### config.mk
export PLATFORM = sky130hd
export DESIGN_NAME = div_unit
export DESIGN_NICKNAME = d
export VERILOG_FILES = /design/src/div_pkg.sv /design/src/credit_pkg.sv /design/src/div_req_queue.sv /design/src/div_radix4_core.sv /design/src/div_sequencer.sv /design/src/div_unit.sv
export SDC_FILE = /design/constraint.sdc
export NUM_CORES = 1
export LEC_CHECK = 0
export ABC_CLOCK_PERIOD_IN_PS = 6500
export BUFFER_PORTS_ARGS = -buffer_cell sky130_fd_sc_hd__buf_4
export CAP_MARGIN = 10
export CORE_MARGIN = 1.5
export CORE_UTILIZATION = 63
export CTS_CLUSTER_DIAMETER = 50
export CTS_CLUSTER_SIZE = 16
export DETAILED_ROUTE_END_ITERATION = 8
export PLACE_DENSITY = 0.89
export SLEW_MARGIN = 25
export SYNTH_ARGS = -nofsm -noshare
export SYNTH_HDL_FRONTEND = slang
export SYNTH_SLANG_ARGS = --single-unit
export TNS_END_PERCENT = 20
### constraint.sdc
create_clock -name clk -period 6.5 [get_ports clk]
set_input_delay 1.95 -clock clk [delete_from_list [all_inputs] [get_ports clk]]
set_output_delay 1.95 -clock clk [all_outputs]
set_load 0.02 [all_outputs]
### src/div_pkg.sv
`default_nettype none

package div_pkg;

	// ####################
	// datapath widths
	// ####################

	// operand and result width
	localparam int DATA_W = 32;
	// request tag carried alongside each operation
	localparam int TAG_W = 4;
	localparam int OP_W = 2;

	// ####################
	// operation codes
	// ####################

	// bit 0 set means unsigned operands
	// bit 1 set means the remainder is returned instead of the quotient
	localparam logic [OP_W-1:0] OP_DIV = 2'b00;
	localparam logic [OP_W-1:0] OP_DIVU = 2'b01;
	localparam logic [OP_W-1:0] OP_REM = 2'b10;
	localparam logic [OP_W-1:0] OP_REMU = 2'b11;

	// ####################
	// divider stepping
	// ####################

	// step counter wide enough to hold the step count itself
	localparam int STEP_CNT_W = 5;
	// two quotient bits retired per advance
	localparam logic [STEP_CNT_W-1:0] DIV_STEPS = STEP_CNT_W'(DATA_W / 2);

endpackage

`default_nettype wire

### src/credit_pkg.sv
`default_nettype none

package credit_pkg;

	// request channel
	// queue pointer, the queue holds a power of two entries
	localparam int REQ_PTR_W = 2;
	// entries in the queue, also the credits the sender owns after reset
	// one bit wider than the pointer so a full queue can be counted
	localparam logic [REQ_PTR_W:0] REQ_DEPTH = 3'd4;

	// result channel
	localparam int RESULT_CNT_W = 2;
	// result slots the consumer grants after reset
	localparam logic [RESULT_CNT_W-1:0] RESULT_CREDITS = 2'd2;

endpackage

`default_nettype wire

### src/div_req_queue.sv
`timescale 1ns/1ns
`default_nettype none

module div_req_queue (
	input  logic                              clk,
	input  logic                              rst,
	input  logic                              req_valid,
	input  logic [div_pkg::OP_W-1:0]          req_op,
	input  logic [div_pkg::TAG_W-1:0]         req_tag,
	input  logic [div_pkg::DATA_W-1:0]        req_dividend,
	input  logic [div_pkg::DATA_W-1:0]        req_divisor,
	input  logic                              q_pop,
	output logic                              req_credit,
	output logic                              q_valid,
	output logic [div_pkg::OP_W-1:0]          q_op,
	output logic [div_pkg::TAG_W-1:0]         q_tag,
	output logic [div_pkg::DATA_W-1:0]        q_dividend,
	output logic [div_pkg::DATA_W-1:0]        q_divisor
);

	// entry storage, one array per field
	logic [div_pkg::OP_W-1:0] op_mem [0:credit_pkg::REQ_DEPTH-1];
	logic [div_pkg::TAG_W-1:0] tag_mem [0:credit_pkg::REQ_DEPTH-1];
	logic [div_pkg::DATA_W-1:0] dividend_mem [0:credit_pkg::REQ_DEPTH-1];
	logic [div_pkg::DATA_W-1:0] divisor_mem [0:credit_pkg::REQ_DEPTH-1];

	logic [credit_pkg::REQ_PTR_W-1:0] wr_ptr;
	logic [credit_pkg::REQ_PTR_W-1:0] rd_ptr;
	// occupancy, one bit wider than the pointers
	logic [credit_pkg::REQ_PTR_W:0] count;
	logic pop;

	// ####################
	// head and pop
	// ####################

	assign q_valid = (count != '0);
	// a pop on an empty queue is ignored
	assign pop = q_pop & q_valid;

	// head entry is read straight out of the array
	assign q_op = op_mem[rd_ptr];
	assign q_tag = tag_mem[rd_ptr];
	assign q_dividend = dividend_mem[rd_ptr];
	assign q_divisor = divisor_mem[rd_ptr];

	// ####################
	// storage write
	// ####################

	// the sender only sends on a credit, so every request is written
	always_ff @(posedge clk) begin
		if (req_valid) begin
			op_mem[wr_ptr] <= req_op;
			tag_mem[wr_ptr] <= req_tag;
			dividend_mem[wr_ptr] <= req_dividend;
			divisor_mem[wr_ptr] <= req_divisor;
		end
	end

	// ####################
	// pointers and credits
	// ####################

	always_ff @(posedge clk) begin
		if (rst) begin
			wr_ptr <= '0;
			rd_ptr <= '0;
			count <= '0;
			req_credit <= 1'b0;
		end else begin
			// pointers wrap on their own at the queue depth
			if (req_valid)
				wr_ptr <= wr_ptr + 1'b1;
			if (pop)
				rd_ptr <= rd_ptr + 1'b1;
			// push and pop together leave the count alone
			case ({req_valid, pop})
				2'b10: count <= count + 1'b1;
				2'b01: count <= count - 1'b1;
				default: count <= count;
			endcase
			// freed entry goes back to the sender one cycle later
			req_credit <= pop;
		end
	end

endmodule

`default_nettype wire

### src/div_radix4_core.sv
`timescale 1ns/1ns
`default_nettype none

module div_radix4_core (
	input  logic                       clk,
	input  logic [div_pkg::DATA_W-1:0] dividend,
	input  logic [div_pkg::DATA_W-1:0] divisor,
	input  logic                       unsign,
	input  logic                       d_init,
	input  logic                       e_advance,
	output logic [div_pkg::DATA_W-1:0] quot,
	output logic [div_pkg::DATA_W-1:0] remd
);

	logic sign_divisor;
	logic sign_dividend;
	logic sign_dvs;
	logic sign_dvd;
	logic sign_quot;
	logic [div_pkg::DATA_W-1:0] dvs;
	// dividend, quotient bits shift in from the right
	logic [div_pkg::DATA_W-1:0] dvd;
	// partial remainder with three guard bits
	logic [div_pkg::DATA_W+2:0] rem;
	logic [div_pkg::DATA_W+2:0] rem_shift;
	logic [div_pkg::DATA_W+2:0] rem_next;
	logic sub;
	logic [div_pkg::DATA_W+2:0] dvs_ivt;
	logic [div_pkg::DATA_W+2:0] dvs_x2;
	logic [div_pkg::DATA_W+2:0] rem_sub1;
	logic [div_pkg::DATA_W+2:0] rem_sub2;
	logic [div_pkg::DATA_W+2:0] rem_sub3;
	logic [div_pkg::DATA_W+2:0] sub3_ps;
	logic [div_pkg::DATA_W+2:0] sub3_pc;
	logic sign_rem1;
	logic sign_rem2;
	logic sign_rem3;
	logic quot_1;
	logic quot_0;

	// ####################
	// operand latch
	// ####################

	// signs only count for signed operations
	assign sign_divisor = divisor[div_pkg::DATA_W-1] & ~unsign;
	assign sign_dividend = dividend[div_pkg::DATA_W-1] & ~unsign;

	always_ff @(posedge clk) begin
		if (d_init) begin
			dvs <= divisor;
			sign_dvs <= sign_divisor;
			sign_dvd <= sign_dividend;
			sign_quot <= sign_divisor ^ sign_dividend;
		end
	end

	// ####################
	// trial subtraction
	// ####################

	// next two dividend bits enter the remainder
	assign rem_shift = {rem[div_pkg::DATA_W:0], dvd[div_pkg::DATA_W-1 -: 2]};

	// subtract when signs agree, add when the quotient goes negative
	// this follows the dividend sign, so a zero remainder keeps the direction
	assign sub = ~sign_quot;
	// inverted divisor, the +1 of two's complement enters as carry-in
	assign dvs_ivt = {(div_pkg::DATA_W+3){sub}} ^ {{3{sign_dvs}}, dvs};
	// twice the divisor, the low bit completes the inversion of the shifted term
	assign dvs_x2 = {dvs_ivt[div_pkg::DATA_W+1:0], sub};

	// one and two times the divisor
	assign rem_sub1 = rem_shift + dvs_ivt + {{(div_pkg::DATA_W+2){1'b0}}, sub};
	assign rem_sub2 = rem_shift + dvs_x2 + {{(div_pkg::DATA_W+2){1'b0}}, sub};

	// three times the divisor, carry-save compress then carry-propagate add
	assign sub3_ps = rem_shift ^ dvs_x2 ^ dvs_ivt;
	assign sub3_pc = (rem_shift & dvs_x2) | (rem_shift & dvs_ivt) | (dvs_x2 & dvs_ivt);
	// carry vector shifts up, freed low bit and carry-in each add one
	assign rem_sub3 = sub3_ps + {sub3_pc[div_pkg::DATA_W+1:0], sub}
		+ {{(div_pkg::DATA_W+2){1'b0}}, sub};

	// ####################
	// digit selection
	// ####################

	// a trial overshoots when its sign departs from the dividend sign
	// a negative dividend runs one low, so its zero trial is really one and overshoots
	assign sign_rem1 = rem_sub1[div_pkg::DATA_W+2] ^ sign_dvd;
	assign sign_rem2 = rem_sub2[div_pkg::DATA_W+2] ^ sign_dvd;
	assign sign_rem3 = rem_sub3[div_pkg::DATA_W+2] ^ sign_dvd;

	// digit 0..3 from the overshoot pattern
	// inverted for a negative quotient, giving one's complement
	assign quot_1 = ~sign_rem2 ^ sign_quot;
	assign quot_0 = ((~sign_rem1 & sign_rem2) | ~sign_rem3) ^ sign_quot;

	// keep the largest trial that did not overshoot
	always_comb begin
		if (sign_rem1)
			rem_next = rem_shift;
		else if (sign_rem2)
			rem_next = rem_sub1;
		else if (sign_rem3)
			rem_next = rem_sub2;
		else
			rem_next = rem_sub3;
	end

	// ####################
	// state update
	// ####################

	always_ff @(posedge clk) begin
		if (d_init) begin
			// negative dividend enters one low
			// its partial remainders then sit one below the truncated ones
			dvd <= dividend - {{(div_pkg::DATA_W-1){1'b0}}, sign_dividend};
			// sign extension of the dividend seeds the remainder
			rem <= {(div_pkg::DATA_W+3){sign_dividend}};
		end else if (e_advance) begin
			dvd <= {dvd[div_pkg::DATA_W-3:0], quot_1, quot_0};
			rem <= rem_next;
		end
	end

	// one's complement quotient becomes two's complement here
	assign quot = dvd + {{(div_pkg::DATA_W-1){1'b0}}, sign_quot};
	// remainder carries the dividend sign
	// a negative one gets back the one it ran low
	assign remd = rem[div_pkg::DATA_W-1:0] + {{(div_pkg::DATA_W-1){1'b0}}, sign_dvd};

endmodule

`default_nettype wire

### src/div_sequencer.sv
`timescale 1ns/1ns
`default_nettype none

module div_sequencer (
	input  logic                        clk,
	input  logic                        rst,
	input  logic                        q_valid,
	input  logic [div_pkg::OP_W-1:0]    q_op,
	input  logic [div_pkg::TAG_W-1:0]   q_tag,
	input  logic                        result_credit,
	input  logic [div_pkg::DATA_W-1:0]  quot,
	input  logic [div_pkg::DATA_W-1:0]  remd,
	output logic                        q_pop,
	output logic                        d_init,
	output logic                        e_advance,
	output logic                        unsign,
	output logic                        result_valid,
	output logic [div_pkg::TAG_W-1:0]   result_tag,
	output logic [div_pkg::DATA_W-1:0]  result_data
);

	// FSM held as two flags, idle when neither is set
	logic busy;
	logic done;
	logic idle;
	logic [div_pkg::STEP_CNT_W-1:0] step_cnt;
	logic last_step;
	// op and tag of the division in flight
	logic [div_pkg::OP_W-1:0] op_r;
	logic [div_pkg::TAG_W-1:0] tag_r;
	// result slots still granted by the consumer
	logic [credit_pkg::RESULT_CNT_W-1:0] credit_cnt;
	logic has_credit;

	// ####################
	// control decode
	// ####################

	assign idle = ~busy & ~done;
	assign has_credit = (credit_cnt != '0);

	// take the head only if its result has somewhere to go
	assign q_pop = idle & q_valid & has_credit;
	// the pop cycle loads the core
	assign d_init = q_pop;
	assign e_advance = busy;
	assign last_step = (step_cnt == div_pkg::DIV_STEPS - 1'b1);

	// the core samples unsign at d_init, before the op is latched
	assign unsign = idle ? q_op[0] : op_r[0];

	// ####################
	// FSM and step count
	// ####################

	always_ff @(posedge clk) begin
		if (rst) begin
			busy <= 1'b0;
			done <= 1'b0;
			step_cnt <= '0;
		end else begin
			// done lasts exactly one cycle
			done <= 1'b0;
			if (q_pop) begin
				busy <= 1'b1;
				step_cnt <= '0;
			end else if (busy) begin
				step_cnt <= step_cnt + 1'b1;
				if (last_step) begin
					busy <= 1'b0;
					done <= 1'b1;
				end
			end
		end
	end

	always_ff @(posedge clk) begin
		if (q_pop) begin
			op_r <= q_op;
			tag_r <= q_tag;
		end
	end

	// ####################
	// result and credits
	// ####################

	assign result_valid = done;
	assign result_tag = tag_r;
	// high op bit picks the remainder
	assign result_data = op_r[1] ? remd : quot;

	always_ff @(posedge clk) begin
		if (rst) begin
			credit_cnt <= credit_pkg::RESULT_CREDITS;
		end else begin
			// a result and a returned credit in one cycle cancel out
			case ({result_valid, result_credit})
				2'b10: credit_cnt <= credit_cnt - 1'b1;
				2'b01: credit_cnt <= credit_cnt + 1'b1;
				default: credit_cnt <= credit_cnt;
			endcase
		end
	end

endmodule

`default_nettype wire

### src/div_unit.sv
`timescale 1ns/1ns
`default_nettype none

module div_unit (
	input  logic                        clk,
	input  logic                        rst,
	input  logic                        req_valid,
	input  logic [div_pkg::OP_W-1:0]    req_op,
	input  logic [div_pkg::TAG_W-1:0]   req_tag,
	input  logic [div_pkg::DATA_W-1:0]  req_dividend,
	input  logic [div_pkg::DATA_W-1:0]  req_divisor,
	input  logic                        result_credit,
	output logic                        req_credit,
	output logic                        result_valid,
	output logic [div_pkg::TAG_W-1:0]   result_tag,
	output logic [div_pkg::DATA_W-1:0]  result_data
);

	// queue head
	logic q_valid;
	logic q_pop;
	logic [div_pkg::OP_W-1:0] q_op;
	logic [div_pkg::TAG_W-1:0] q_tag;
	logic [div_pkg::DATA_W-1:0] q_dividend;
	logic [div_pkg::DATA_W-1:0] q_divisor;
	// core control and results
	logic d_init;
	logic e_advance;
	logic unsign;
	logic [div_pkg::DATA_W-1:0] quot;
	logic [div_pkg::DATA_W-1:0] remd;

	div_req_queue i_queue (
		.clk         (clk),
		.rst         (rst),
		.req_valid   (req_valid),
		.req_op      (req_op),
		.req_tag     (req_tag),
		.req_dividend(req_dividend),
		.req_divisor (req_divisor),
		.q_pop       (q_pop),
		.req_credit  (req_credit),
		.q_valid     (q_valid),
		.q_op        (q_op),
		.q_tag       (q_tag),
		.q_dividend  (q_dividend),
		.q_divisor   (q_divisor)
	);

	div_sequencer i_seq (
		.clk          (clk),
		.rst          (rst),
		.q_valid      (q_valid),
		.q_op         (q_op),
		.q_tag        (q_tag),
		.result_credit(result_credit),
		.quot         (quot),
		.remd         (remd),
		.q_pop        (q_pop),
		.d_init       (d_init),
		.e_advance    (e_advance),
		.unsign       (unsign),
		.result_valid (result_valid),
		.result_tag   (result_tag),
		.result_data  (result_data)
	);

	// operands go from the queue head straight into the core
	div_radix4_core i_core (
		.clk      (clk),
		.dividend (q_dividend),
		.divisor  (q_divisor),
		.unsign   (unsign),
		.d_init   (d_init),
		.e_advance(e_advance),
		.quot     (quot),
		.remd     (remd)
	);

endmodule

`default_nettype wire

==> impl_metrics.ini <==
[sta]
slew_violations = 0
fin_crit_sh_pct = 95.2
tightest_slew_ps = 1020
period_needed_ps = 6190
slew_headroom_pct = 31.4
tns_ps = 0
fin_hold_ws_ps = 501
final-hold-violation-count = 0
rsz0062_at_grt = no
setup_viol = 0
skew_ps = 25.9
max_freq_mhz = 162

[routing]
avgRoutedWirePerCell_um = 25.9
via_per_inst = 6.80
first_pass_iters = 9
antenna_left = 0
routed_wl_um = 67600
dr_total_vias = 17700
drcViolationCount = 1
first_iter_violations = 2276

[critical_path]
path_class = reg2out
timing.rr.end = i_core.rem[28]
crit_slowest_cell = edfxtp_1
crit_path_start_kind = flop
reg2reg_from = i_core.sign_quot
critPathMaxStageDelay_ps = 910
worstPathMaxFanout = 15
crit_arrival_ps = 4240
worstPathRequired_ps = 4550
crit_chain = buf_4 > ha_1 > nand3_1 > nor3_1 > nand2_1 > nor3_1 > xnor2_1 > nor2_1 > a21oi_1 > buf_4
worstSetupEndpointType = output port
rr_worst_depth = 15
ff2ff_setup_slack_ps = 560

[global_routing]
antenna_found_initial = 3
grt_max_degree = 74
grt_pass1_wl_um = 102000
grt_overflow = 0
grt_use_total_pct = 35.0
grt_pass1_vias = 17800

[placed_design]
hpwlAfterDp_um = 46000
gp_congestion = 1.04
io_buffers = 111

[finish]
area_growth_syn_to_layout_pct = 11.8
nets = 2300
fillerInstances = 2288
drive_above_1_share_pct = 14.8

[synth]
yosys_warnings = 0
syn_area_um2 = 23800
synth_cell_types = 82
synth_edf_count = 386
yosysSeqAreaShare_pct = 50.3
ys_ff_latch = 405
async_flop_share_pct = 0
synthFlopType = edfxtp_1
synth_nets = 2185
syn_avg_cell_area_um2 = 12.1
postSynthCellCount = 1963

[clocking]
cts_tree = yes
clk_pin_slew_worst_paths_ps = 70
cts_hold_buf = 0
root_buffer = clkbuf_16
cts_buffers = 41
clk-insertion-delay-late_ps = 580
cts_setup_buffers = 0
htree_num_levels = 2
cts_sinks = 405
post_cts_resized = 0
cts_buffer_depth = 3

[outcome]
violations = DRC
status = finished with violations

[floorplanning]
die-area_um2 = 38900
io_pins = 112
start_util_pct = 64.5
core-area_um2 = 36900
fp-row-count = 70
die_w_um = 197
die_h_um = 197

[min_path]
worstHoldStart = i_queue.count[2]
min_to = i_queue.count[2]
worstHoldPathCells = 2
hold_class = reg2reg

[flow_run]
maxCapViolCount = 0
==> cell usage in the layout, fill, tap and decap left out, types with 8 or more instances in the layout <==
cell type	count
nand2_1	164
o21ai_1	15
o21a_1	11
a21o_1	44
o211ai_1	19
mux2i_1	13
nor2b_1	9
a21oi_1	130
nor2_1	118
xor2_1	86
ha_1	115
nand4_1	20
and2_1	11
o21bai_1	10
clkbuf_16	42
buf_4	146
and3_1	32
o31ai_1	8
xnor2_1	142
fa_1	33
nand3_1	43
nand2b_1	17
nor3_1	33
edfxtp_1	386
and4_1	12
a31oi_1	23
mux4_2	65
dfxtp_1	17
a211oi_1	16
a221oi_1	19
inv_1	52
or3_1	8
o21ai_0	103
==> worst max-delay path: cells and delay by family (launching register included) <==
kind                       cells  cell delay [ps]
and+or+nand+nor                5             1450
DFF                            1              910
buffers and inverters          2              620
adders and majority gates      1              250
AOI/OAI and AO/OA              1              220
xor gates and xnor gates       1              200
==> layout make-up <==
class	instances	area [um^2]	share of cell area [%]
well taps	504	631	2.37
clock inverters	23	304	1.14
repair buffers	146	1100	4.12
inverters	54	204	0.767
clock buffers	44	1060	3.98
diodes	1	2.50	0.00941
multi-input cells	1430	11300	42.6
flip-flops and latches	405	12000	45.0
==> sequential cells by signal (all words and copies together), names as in the netlist, named ones only <==
register	cells
i_core.dvd	32
i_core.dvs	32
i_core.rem	33
i_core.sign_dvd	1
i_core.sign_dvs	1
i_core.sign_quot	1
i_queue.count	3
i_queue.dividend_mem	128
i_queue.divisor_mem	128
i_queue.op_mem	8
i_queue.rd_ptr	2
i_queue.req_credit	1
i_queue.tag_mem	16
i_queue.wr_ptr	2
i_seq.credit_cnt	2
i_seq.e_advance	1
i_seq.op_r	2
i_seq.result_tag	4
i_seq.result_valid	1
i_seq.step_cnt	5
==> worst max-delay path by stage <==
stage | startpoint | endpoint | slack (ps) | cells past startpoint
after floorplan | i_core.sign_quot | i_core.rem[31] | 1680 | 17
after global placement | i_core.sign_quot | i_core.rem[31] | 950 | 15
after detailed placement | i_core.sign_quot | i_core.rem[31] | 880 | 15
after CTS | i_core.sign_quot | result_data[31] | 400 | 10
after global routing | i_core.sign_quot | result_data[31] | 150 | 10
final | i_core.sign_quot | result_data[31] | 310 | 10
==> per-stage QoR <==
step	instances	area [um^2]	setup WS [ps]	utilization, %
3_3_place_gp	2539	25200	947	68.4
5_1_grt	2607	26600	150	72.2
3_5_place_dp	2539	25200	879	68.4
4_1_cts	2606	26600	402	72.1
2_1_floorplan	1963	23800	1680	-
6_report	2607	26600	311	72.2
==> cell families (layout without fill, tap and decap cells) <==
logic type      after synthesis  after routing  share of synthesized area, %
flops                       405            405                          50.3
simple gates                503            503                          10.4
buf+inv                     128            267                          2.12
mux                          87             87                          7.44
fa+ha+maj                   149            149                          8.87
xor+xnor                    230            230                          8.53
compound gates              461            461                          12.3
other cells                   0              1                             0
==> layer usage <==
layer | vias up | track usage (%) | wire length, um
li1 | 7690 | - | -
met1 | 8543 | 43.2 | 23700
met2 | 1225 | 57.2 | 32300
met3 | 279 | 8.28 | 7510
met4 | 2 | 19.5 | 4080
met5 | - | 0 | 16
==> Yosys cell counts (33+ instances only) <==
master / n / share of area [%]
a21o_1: 44 / 1.4
a21oi_1: 130 / 2.7
clkbuf_1: 46 / 0.73
edfxtp_1: 386 / 49
fa_1: 33 / 2.8
ha_1: 115 / 6.0
inv_1: 53 / 0.84
mux4_2: 65 / 6.2
nand2_1: 164 / 2.6
nand3_1: 43 / 0.90
nor2_1: 120 / 1.9
nor3_1: 33 / 0.69
o21ai_0: 103 / 2.2
xnor2_1: 142 / 5.2
xor2_1: 86 / 3.2
Power is left out: the tool's default activity adds up to more than one toggle a clock period on the data nets, which glitch-free logic cannot reach.
